$ cat src/source/mini_settings.svh
`ifndef MINI_SETTINGS_SVH
`define MINI_SETTINGS_SVH

// number of word address bits of the RAM behind both bus ports
// the RAM holds 2 ** MINI_RAM_ADDR_WIDTH words of 32 bits
`define MINI_RAM_ADDR_WIDTH 10

// byte address of the first instruction after reset
`define MINI_BOOT_ADDR 32'h0000_0000

// a store to this byte address ends the run
// a zero value means passed and anything else means failed
`define MINI_EXIT_ADDR 32'h2000_0000

`endif

$ cat src/source/mini_pkg.sv
`include "mini_settings.svh"

package mini_pkg;

    // data word that also holds instruction words and the exit value
    typedef logic [31:0] word_t;

    // byte address on the instruction and data buses
    typedef logic [31:0] addr_t;

    // word index into the RAM array
    typedef logic [`MINI_RAM_ADDR_WIDTH-1:0] ram_idx_t;

    // opcode field in bits 31 to 28 of an instruction
    typedef logic [3:0] opcode_t;

    localparam opcode_t OP_LI   = 4'h1;
    localparam opcode_t OP_ADD  = 4'h2;
    localparam opcode_t OP_SUB  = 4'h3;
    localparam opcode_t OP_XOR  = 4'h4;
    localparam opcode_t OP_LW   = 4'h5;
    localparam opcode_t OP_SW   = 4'h6;
    localparam opcode_t OP_BNEZ = 4'h7;

    // core states for fetching and executing one instruction at a time
    typedef enum logic [2:0] {
        ST_IDLE,
        ST_FETCH,
        ST_IWAIT,
        ST_EXEC,
        ST_DREQ,
        ST_DWAIT
    } core_state_e;

endpackage

$ cat src/source/mem_bus_if.sv
interface mem_bus_if import mini_pkg::*; ();

    // request, grant and read-valid handshake of one memory port
    logic  req;
    logic  gnt;
    logic  rvalid;
    addr_t addr;
    logic  we;
    word_t wdata;
    word_t rdata;

    // the master holds addr, we and wdata until req and gnt meet
    modport master (
        output req, addr, we, wdata,
        input  gnt, rvalid, rdata
    );

    // the slave answers every accepted transfer with one rvalid pulse
    modport slave (
        input  req, addr, we, wdata,
        output gnt, rvalid, rdata
    );

endinterface

$ cat src/source/mini_core.sv
`include "mini_settings.svh"

module mini_core import mini_pkg::*; (
    input  logic      clk_i,
    input  logic      rst_n_i,
    input  logic      fetch_enable_i,
    mem_bus_if.master instr_bus,
    mem_bus_if.master data_bus
);

    core_state_e state_q;
    addr_t       pc_q;
    word_t       instr_q;
    word_t       regs_q [4];
    logic        halted_q;

    opcode_t     opcode;
    logic [1:0]  rd;
    logic [1:0]  rs1;
    logic [1:0]  rs2;
    word_t       imm_sext;
    word_t       imm_zext;
    word_t       src_a;
    word_t       src_b;
    word_t       alu_res;
    logic        alu_we;
    logic        is_mem;
    logic        branch_taken;
    addr_t       pc_next;
    addr_t       ls_addr;
    logic        exit_store;

    // instruction fields of the word held in instr_q
    assign opcode   = instr_q[31:28];
    assign rd       = instr_q[27:26];
    assign rs1      = instr_q[25:24];
    assign rs2      = instr_q[23:22];
    assign imm_sext = {{16{instr_q[15]}}, instr_q[15:0]};
    assign imm_zext = {16'h0000, instr_q[15:0]};

    assign src_a = regs_q[rs1];
    assign src_b = regs_q[rs2];

    always_comb begin
        case (opcode)
            OP_LI:   alu_res = imm_sext;
            OP_ADD:  alu_res = src_a + src_b;
            OP_SUB:  alu_res = src_a - src_b;
            OP_XOR:  alu_res = src_a ^ src_b;
            default: alu_res = '0;
        endcase
    end

    assign alu_we = (opcode == OP_LI) || (opcode == OP_ADD) ||
                    (opcode == OP_SUB) || (opcode == OP_XOR);
    assign is_mem = (opcode == OP_LW) || (opcode == OP_SW);

    // branch offset counts in words from the branch itself
    assign branch_taken = (opcode == OP_BNEZ) && (src_a != '0);
    assign pc_next      = branch_taken ? pc_q + {imm_sext[29:0], 2'b00} : pc_q + 32'd4;

    // the load and store address adds the zero-extended immediate to rs1
    assign ls_addr    = imm_zext + src_a;
    assign exit_store = (opcode == OP_SW) && (ls_addr == `MINI_EXIT_ADDR);

    // instruction port only ever reads
    assign instr_bus.req   = (state_q == ST_FETCH);
    assign instr_bus.addr  = pc_q;
    assign instr_bus.we    = 1'b0;
    assign instr_bus.wdata = '0;

    // instr_q and the registers stay put from ST_EXEC until the data rvalid,
    // so the data request fields are stable while req waits for gnt
    assign data_bus.req   = (state_q == ST_DREQ);
    assign data_bus.addr  = ls_addr;
    assign data_bus.we    = (opcode == OP_SW);
    assign data_bus.wdata = src_b;

    always_ff @(posedge clk_i or negedge rst_n_i) begin
        if (!rst_n_i) begin
            state_q  <= ST_IDLE;
            pc_q     <= `MINI_BOOT_ADDR;
            halted_q <= 1'b0;
        end else begin
            case (state_q)
                ST_IDLE: begin
                    // once the exit store is done only a reset restarts the core
                    if (fetch_enable_i && !halted_q) begin
                        state_q <= ST_FETCH;
                    end
                end
                ST_FETCH: begin
                    if (instr_bus.gnt) begin
                        state_q <= ST_IWAIT;
                    end
                end
                ST_IWAIT: begin
                    if (instr_bus.rvalid) begin
                        state_q <= ST_EXEC;
                    end
                end
                ST_EXEC: begin
                    if (is_mem) begin
                        state_q <= ST_DREQ;
                    end else begin
                        pc_q    <= pc_next;
                        state_q <= ST_FETCH;
                    end
                end
                ST_DREQ: begin
                    if (data_bus.gnt) begin
                        state_q <= ST_DWAIT;
                    end
                end
                ST_DWAIT: begin
                    if (data_bus.rvalid) begin
                        pc_q <= pc_next;
                        if (exit_store) begin
                            halted_q <= 1'b1;
                            state_q  <= ST_IDLE;
                        end else begin
                            state_q <= ST_FETCH;
                        end
                    end
                end
                default: begin
                    state_q <= ST_IDLE;
                end
            endcase
        end
    end

    // the fetched word is latched when it returns
    always_ff @(posedge clk_i) begin
        if (state_q == ST_IWAIT && instr_bus.rvalid) begin
            instr_q <= instr_bus.rdata;
        end
    end

    // ALU results are written in ST_EXEC and loaded words on the data rvalid
    always_ff @(posedge clk_i or negedge rst_n_i) begin
        if (!rst_n_i) begin
            for (int i = 0; i < 4; i++) begin
                regs_q[i] <= '0;
            end
        end else if (state_q == ST_EXEC && alu_we) begin
            regs_q[rd] <= alu_res;
        end else if (state_q == ST_DWAIT && data_bus.rvalid && opcode == OP_LW) begin
            regs_q[rd] <= data_bus.rdata;
        end
    end

endmodule

$ cat src/flat_wrapper.sv
// flat-port wrapper written by rule: the top's interface ports become plain ports
module mini_core_flat import mini_pkg::*;
  (clk_i, rst_n_i, fetch_enable_i, instr_bus_req, instr_bus_addr, instr_bus_we, instr_bus_wdata, instr_bus_gnt, instr_bus_rvalid, instr_bus_rdata, data_bus_req, data_bus_addr, data_bus_we, data_bus_wdata, data_bus_gnt, data_bus_rvalid, data_bus_rdata);
  mem_bus_if instr_bus_i ();
  mem_bus_if data_bus_i ();
  input  logic clk_i;
  input  logic rst_n_i;
  input  logic fetch_enable_i;
  output wire logic [$bits(instr_bus_i.req)-1:0] instr_bus_req;
  output wire logic [$bits(instr_bus_i.addr)-1:0] instr_bus_addr;
  output wire logic [$bits(instr_bus_i.we)-1:0] instr_bus_we;
  output wire logic [$bits(instr_bus_i.wdata)-1:0] instr_bus_wdata;
  input wire logic [$bits(instr_bus_i.gnt)-1:0] instr_bus_gnt;
  input wire logic [$bits(instr_bus_i.rvalid)-1:0] instr_bus_rvalid;
  input wire logic [$bits(instr_bus_i.rdata)-1:0] instr_bus_rdata;
  output wire logic [$bits(data_bus_i.req)-1:0] data_bus_req;
  output wire logic [$bits(data_bus_i.addr)-1:0] data_bus_addr;
  output wire logic [$bits(data_bus_i.we)-1:0] data_bus_we;
  output wire logic [$bits(data_bus_i.wdata)-1:0] data_bus_wdata;
  input wire logic [$bits(data_bus_i.gnt)-1:0] data_bus_gnt;
  input wire logic [$bits(data_bus_i.rvalid)-1:0] data_bus_rvalid;
  input wire logic [$bits(data_bus_i.rdata)-1:0] data_bus_rdata;
  assign instr_bus_req = instr_bus_i.req;
  assign instr_bus_addr = instr_bus_i.addr;
  assign instr_bus_we = instr_bus_i.we;
  assign instr_bus_wdata = instr_bus_i.wdata;
  assign instr_bus_i.gnt = instr_bus_gnt;
  assign instr_bus_i.rvalid = instr_bus_rvalid;
  assign instr_bus_i.rdata = instr_bus_rdata;
  assign data_bus_req = data_bus_i.req;
  assign data_bus_addr = data_bus_i.addr;
  assign data_bus_we = data_bus_i.we;
  assign data_bus_wdata = data_bus_i.wdata;
  assign data_bus_i.gnt = data_bus_gnt;
  assign data_bus_i.rvalid = data_bus_rvalid;
  assign data_bus_i.rdata = data_bus_rdata;
  mini_core u_core (.clk_i(clk_i), .rst_n_i(rst_n_i), .fetch_enable_i(fetch_enable_i), .instr_bus(instr_bus_i), .data_bus(data_bus_i));
endmodule
$ cat config.mk
export PLATFORM = sky130hd
export DESIGN_NAME = mini_core_flat
export DESIGN_NICKNAME = d
export VERILOG_FILES = /design/src/source/mini_pkg.sv /design/src/source/mem_bus_if.sv /design/src/source/mini_core.sv /design/src/flat_wrapper.sv
export VERILOG_INCLUDE_DIRS = /design/src /design/src/source
export SDC_FILE = /design/constraint.sdc
export NUM_CORES = 1
export LEC_CHECK = 0
export BUFFER_PORTS_ARGS = -buffer_cell sky130_fd_sc_hd__buf_2
export CAP_MARGIN = 10
export CELL_PAD_IN_SITES_DETAIL_PLACEMENT = 2
export CELL_PAD_IN_SITES_GLOBAL_PLACEMENT = 2
export CORE_MARGIN = 4
export CORE_UTILIZATION = 37
export DETAILED_ROUTE_END_ITERATION = 8
export PLACE_DENSITY = 0.9
export SYNTH_ARGS = -nofsm -noshare
export SYNTH_HDL_FRONTEND = slang
export SYNTH_SLANG_ARGS = --single-unit
export TNS_END_PERCENT = 50
$ cat constraint.sdc
create_clock -name clk_i -period 7.7 [get_ports clk_i]
set_input_delay 1.54 -clock clk_i [delete_from_list [all_inputs] [get_ports clk_i]]
set_output_delay 1.54 -clock clk_i [all_outputs]
set_load 0.1 [all_outputs]
# Word-level counts from Yosys, hierarchy flattened
# Index checks and enable logic that the tools add are counted.
[classes] bitwise_logic=4 n_reduce_logical=20 n_eq_ne=19 magnitude_cmp=4 add_sub_neg=5 mux=25
[ops] op="$bwmux 128" n=2
[ops] op="$mux 128" n=2
[ops] op="$mux 32" n=8
[ops] op="$bmux 32 s2" n=2
[ops] op="$pmux 32 s4" n=1
[ops] op="$add 32x32->32" n=2
[ops] op="$demux 32 s2" n=1
[ops] op="$pmux 32 s2" n=1
[ops] op="$add 16x32->32" n=1
[ops] op="$add 32x3->32 const B" n=1
[ops] op="$eq 32x30->1 const B" n=1
[ops] op="$reduce_bool 32->1" n=1
[ops] op="$sub 32x32->32" n=1
[ops] op="$xor 32x32->32" n=1
[ops] op="$mux 3" n=6
[ops] op="$pmux 3 s6" n=1
[ops] op="$eq 4x3->1 const B" n=4
[ops] op="$ge 3x3->1 const B" n=3
[ops] op="$not 2->3" n=3
[ops] op="$eq 4x2->1 const B" n=2
[ops] op="$logic_and 1x1->1" n=8
[ops] op="$eq 3x2->1 const B" n=2
[ops] op="$eq 3x3->1 const B" n=2
[ops] op="$ne 2x1->1 const B" n=3
[ops] op="11 further kinds" n=18
[totals] out_inout_bits=132 input_bits=71 register_bits=196 wordCells=85

# Logic depth before layout (Yosys ltp)
[logic_depth] depth_word=10 ltp_mapped=22 mapped_depth_nobuf=19

# Least setup slack after synthesis
# No wires, ideal clock.
[synth_timing] path_type="register -> output" startpoint="register u_core.instr_q[24]" endpoint="output data_bus_addr[24]" setup_slack_ps=848 arrival_time_ps=5312 stages_incl_launch_ff=14 required_ps=6160 path_buffers=4 cell_sequence="edfxtp_1 buf_2 buf_2 buf_2 buf_2 mux4_2 ha_1 a21o_1 nand4_1 a31o_2 a31oi_1 nor2_1 or4_1 xnor2_1"
[synth_via] elab_chain_len=5
[synth_rtl] element="start, declared" line="mini_core.sv:13" rtl="word_t instr_q;"
[synth_rtl] element="start signal, assigned" line="mini_core.sv:136" rtl="instr_q <= instr_bus.rdata;"
[synth_rtl] element="$not 2->3 (implied by the code)" line="mini_core.sv:41" rtl="assign src_a = regs_q[rs1];"
[synth_rtl] element="$bmux 32 s2" line="mini_core.sv:41"
[synth_rtl] element="$mux 32 (implied by the code) (2 in series)" line="mini_core.sv:41"
[synth_rtl] element="$add 16x32->32" line="mini_core.sv:63" rtl="assign ls_addr = imm_zext + src_a;"
[synth_rtl] element="end, declared" line="flat_wrapper.sv:17" rtl="output wire logic [$bits(data_bus_i.addr)-1:0] data_bus_addr;"
# No other way between the ends. The select of a mux whose other input is x is not followed.

# Worst setup path in the final report
[layout_timing] startpoint="register u_core.instr_q[23]" endpoint="register u_core.regs_q[31] (netlist bit)"
[layout_via] elab_chain_len=8 elab_cells_between_ends=10 classes_between="add/sub: 2; mux: 6; bitwise: 2"
[layout_rtl] element="$not 2->3 (implied by the code) *" line="mini_core.sv:42" rtl="assign src_b = regs_q[rs2];"
[layout_rtl] element="$bmux 32 s2 *" line="mini_core.sv:42"
[layout_rtl] element="$mux 32 (implied by the code) * (2 in series)" line="mini_core.sv:42"
[layout_rtl] element="$sub 32x32->32, or another cell as far along" line="mini_core.sv:48" rtl="OP_SUB: alu_res = src_a - src_b;"
[layout_rtl] element="$pmux 32 s4 *" line="mini_core.sv:45" rtl="case (opcode)"
[layout_rtl] element="$bwmux 128 *" line="mini_core.sv:147" rtl="regs_q[rd] <= alu_res;"
[layout_rtl] element="$mux 128 *" line="mini_core.sv:146" rtl="end else if (state_q == ST_EXEC && alu_we) begin"
[layout_rtl] element="end signal, assigned by index" line="mini_core.sv:147"
[layout_rtl] element="end signal, assigned by index" line="mini_core.sv:149" rtl="regs_q[rd] <= data_bus.rdata;"
[layout_rtl] element="end, declared" line="mini_core.sv:14" rtl="word_t regs_q [4];"
# Mark *: on every way between the ends. The rest lies on a longest branch, timed or not. The select of a mux whose other input is x is not followed.
# A chain may end at the register's enable or synchronous reset.

==> qor.yml <==
sta:
  max_freq_ghz: 0.1453
  holdWs_ns: 0.5015
  slew_headroom_pct: 20.17
  hold_violations: 0
  setup_viol: 0
  finalMaxSlewViolations: 0
  rsz0062_at_grt: "false"
  min_period_ns: 6.882
  fin_ws_ns: 0.8178
  skew_ns: 0.01624
  post-route-period-util_pct: 89.38
  fin_setup_tns_ns: 0
  tightest_slew_ns: 1.197
placement:
  place_ws_ns: 1.132
  place_congestion: 0.8810
  dp.final_hpwl_mm: 45.05
  io_buffer_count: 161
detailed_routing:
  wl_met1_mm: 24.24
  avgRoutedWirePerCell_um: 28.04
  top_layer: "met5"
  drt_first_pass_iters: 5
  drc_errors: 0
  ant_nets: 0
  first_iter_violations: 1059
  drt_wl_total_mm: 61.22
  met2_length_mm: 30.03
  wl_met3_mm: 3.998
  via_per_inst: 6.197
  num_vias: 13530
setup_path:
  crit_path_max_incr_delay_ns: 1.15
  crit_path_start_kind: "flip-flop"
  cpMaxStageDelayCell: "edfxtp_1"
  setup.worst_path.start: "u_core.instr_q[23]$_DFFE_PP_"
  cp_cell_sequence: "buf_4, mux4_2, or4_4, nor3_1, nor2_1, xnor2_1, ha_1, nand3_1, nor2_1, nand3_1, o21bai_1, a21oi_1, o2111ai_1, a21boi_0, mux2i_1, a211oi_1, o31ai_1"
  worst-path-buf-inv: 1
  critPathTopFamily: "compound AO/OA/AOI/OAI gates"
  cp.required_ns: 8.03
  r2r_start: "u_core.instr_q[23]$_DFFE_PP_"
  cp_data_arrival_time_ns: 7.21
  cp_max_fo: 19
  path_class: "flip-flop to flip-flop"
  setup.worst_path.end_class: "flip-flop"
floorplanning:
  rows: 72
  die_y_um: 206.7
  dieArea_um2: 42720
  core_area_um2: 38830
  die_x_um: 206.7
  io_pins: 203
  start_util_pct: 37.62
cts:
  clkTransAtPathRegs_ns: 0.08
  clk_latency_ns: 0.49
  clockBufferDepth: 2
  holdBufCountCts: 0
  cts_setup_buffers: 0
  ctsResizeCount: 0
  cts_root_buf: "clkbuf_16"
  htreeDepth: 4
  cts_buffers: 17
  cts_tree: "built"
  cts_num_sinks: 188
synthesis:
  synth_seq_area_share_pct: 33.10
  synthMuxAreaShare_pct: 13.77
  netlist_area_um2: 14610
  synth_top_family_by_area: "compound AO/OA/AOI/OAI gates"
  synth-seq-cells: 188
  synthArstFlopShare_pct: 86.17
  synthFlopType: "dfrtp_1"
  synth_compound_area_share_pct: 18.55
  netlist_instances: 1534
  syn_avg_cell_area_um2: 9.521
  synth-xor-area-share_pct: 8.387
  synth_warnings: 0
  synthAdderAreaFrac_pct: 7.008
  synth-edff-count: 26
  synth-simple-area-share_pct: 14.30
  synth_cell_types: 78
global_routing:
  grt_pass1_wl_mm: 92.52
  grt.overflow.total: 0
  antenna_found_initial: 2
  grt_use_total_pct: 28.36
  first_global_vias: 15150
  grt_start_max_net_pins: 83
layout:
  num-nets-final: 1803
  drive_above_1_share_pct: 20.66
  fill_cells: 4249
  area_growth_pct: 11.82
  diodes: 0
min_path:
  min_path_type: "flip-flop to flip-flop"
  hold_start: "u_core.halted_q$_DFFE_PN0P_"
run:
  max-cap-violations: 0
run_status:
  status: "finished clean"
area by class of cell:
| class | instances | area [µm²] | area share, % |
|---|---|---|---|
| multi-input cells | 1235 | 9214 | 56.42 |
| flip-flops and latches | 188 | 4835 | 29.60 |
| repair buffers | 179 | 947.2 | 5.799 |
| well taps | 518 | 648.1 | 3.968 |
| clock buffers | 19 | 452.9 | 2.773 |
| clock inverters | 13 | 118.9 | 0.7278 |
| inverters | 31 | 116.4 | 0.7125 |
cells by family after synthesis:
kind of cell | count (synthesis)
AO/OA/AOI/OAI | 438
AND/OR/NAND/NOR | 428
flip-flops | 188
buffers and inverters | 145
XOR/XNOR | 139
multiplexers | 115
adder cells (fa/ha/maj) | 80
other | 1
registers in the layout (all words and copies together), names as in the netlist:
register,count
u_core.instr_q,26
u_core.regs_q,128
u_core.state_q,3
u_core.halted_q,1
u_core.instr_bus.addr,30
per-layer routing:
| metal | global-route usage (%) | vias to the layer above |
|---|---|---|
| met4 | 13.36 | 4 |
| met3 | 6.546 | 187 |
| met1 | 34.02 | 6948 |
| met2 | 48.31 | 553 |
| li1 | - | 5835 |
| met5 | 0 | - |
synth_stat cells, types with 14 or more instances:
| library cell | instances | area (µm²) |
|---|---|---|
| xnor2_1 | 85 | 744.5 |
| and2_1 | 26 | 162.7 |
| mux4_2 | 64 | 1441 |
| nor2_1 | 75 | 281.5 |
| nand3_1 | 19 | 95.09 |
| edfxtp_1 | 26 | 780.8 |
| inv_1 | 31 | 116.4 |
| o21a_1 | 22 | 165.2 |
| o21ai_0 | 163 | 815.8 |
| clkbuf_1 | 64 | 240.2 |
| nor3_1 | 29 | 145.1 |
| a21o_1 | 32 | 240.2 |
| nand2b_1 | 16 | 100.1 |
| a31oi_1 | 16 | 100.1 |
| nand2_1 | 173 | 649.4 |
| mux2_2 | 47 | 529.3 |
| dfrtp_1 | 162 | 4054 |
| a21oi_1 | 92 | 460.4 |
| ha_1 | 77 | 963.4 |
| xor2_1 | 53 | 464.2 |
| nor2b_1 | 14 | 87.58 |
| buf_4 | 36 | 270.3 |
path summary, 6_finish.rpt:
path                                                         to  depth (start not counted)  slack (ns)
setup / recovery                  u_core.regs_q[31]$_DFFE_PN0P_                         17        0.82
hold / removal                      u_core.halted_q$_DFFE_PN0P_                          1        0.50
setup reg to reg                  u_core.regs_q[31]$_DFFE_PN0P_                         17        0.82
hold reg to reg                     u_core.halted_q$_DFFE_PN0P_                          1        0.50
max in group asynchronous         u_core.regs_q[95]$_DFFE_PN0P_                          2        4.94
min in group asynchronous  u_core.instr_bus.addr[9]$_DFFE_PN0P_                          1        1.12
metrics by stage:
| stage | std cells | area (µm²) | util (%) |
|---|---|---|---|
| 5_1_grt | 2183 | 16330 | 42.06 |
| 3_3_place_gp | 2151 | 15760 | 40.59 |
| 6_report | 2183 | 16330 | 42.06 |
| 3_5_place_dp | 2151 | 15760 | 40.59 |
| 4_1_cts | 2183 | 16330 | 42.06 |
| 2_1_floorplan | 1568 | 14730 | - |
worst register-to-register path, stage by stage, from the launching register on:
cell and delay, ns:
edfxtp_1 1.15, buf_4 0.45, mux4_2 0.45, or4_4 0.61, nor3_1 0.64, nor2_1 0.14, xnor2_1 0.19, ha_1 0.44
nand3_1 0.13, nor2_1 0.15, nand3_1 0.08, o21bai_1 0.23, a21oi_1 0.36, o2111ai_1 0.34, a21boi_0 0.31, mux2i_1 0.11
a211oi_1 0.77, o31ai_1 0.18
cell usage in the layout, fill, tap and decap left out, types with 15 or more instances in the layout:
master	n
nand2b_1	15
nand2_1	173
buf_4	18
conb_1	35
ha_1	77
o21ai_0	163
clkbuf_16	17
mux4_2	64
inv_1	31
xor2_1	53
and2_1	26
a31oi_1	16
a21oi_1	92
mux2_2	47
dfrtp_1	162
nor3_1	28
xnor2_1	85
o21a_1	22
buf_2	160
a21o_1	32
nor2_1	74
edfxtp_1	26
nand3_1	18
Power is left out: the tool's default activity adds up to more than one toggle a clock period on the data nets, which glitch-free logic cannot reach.
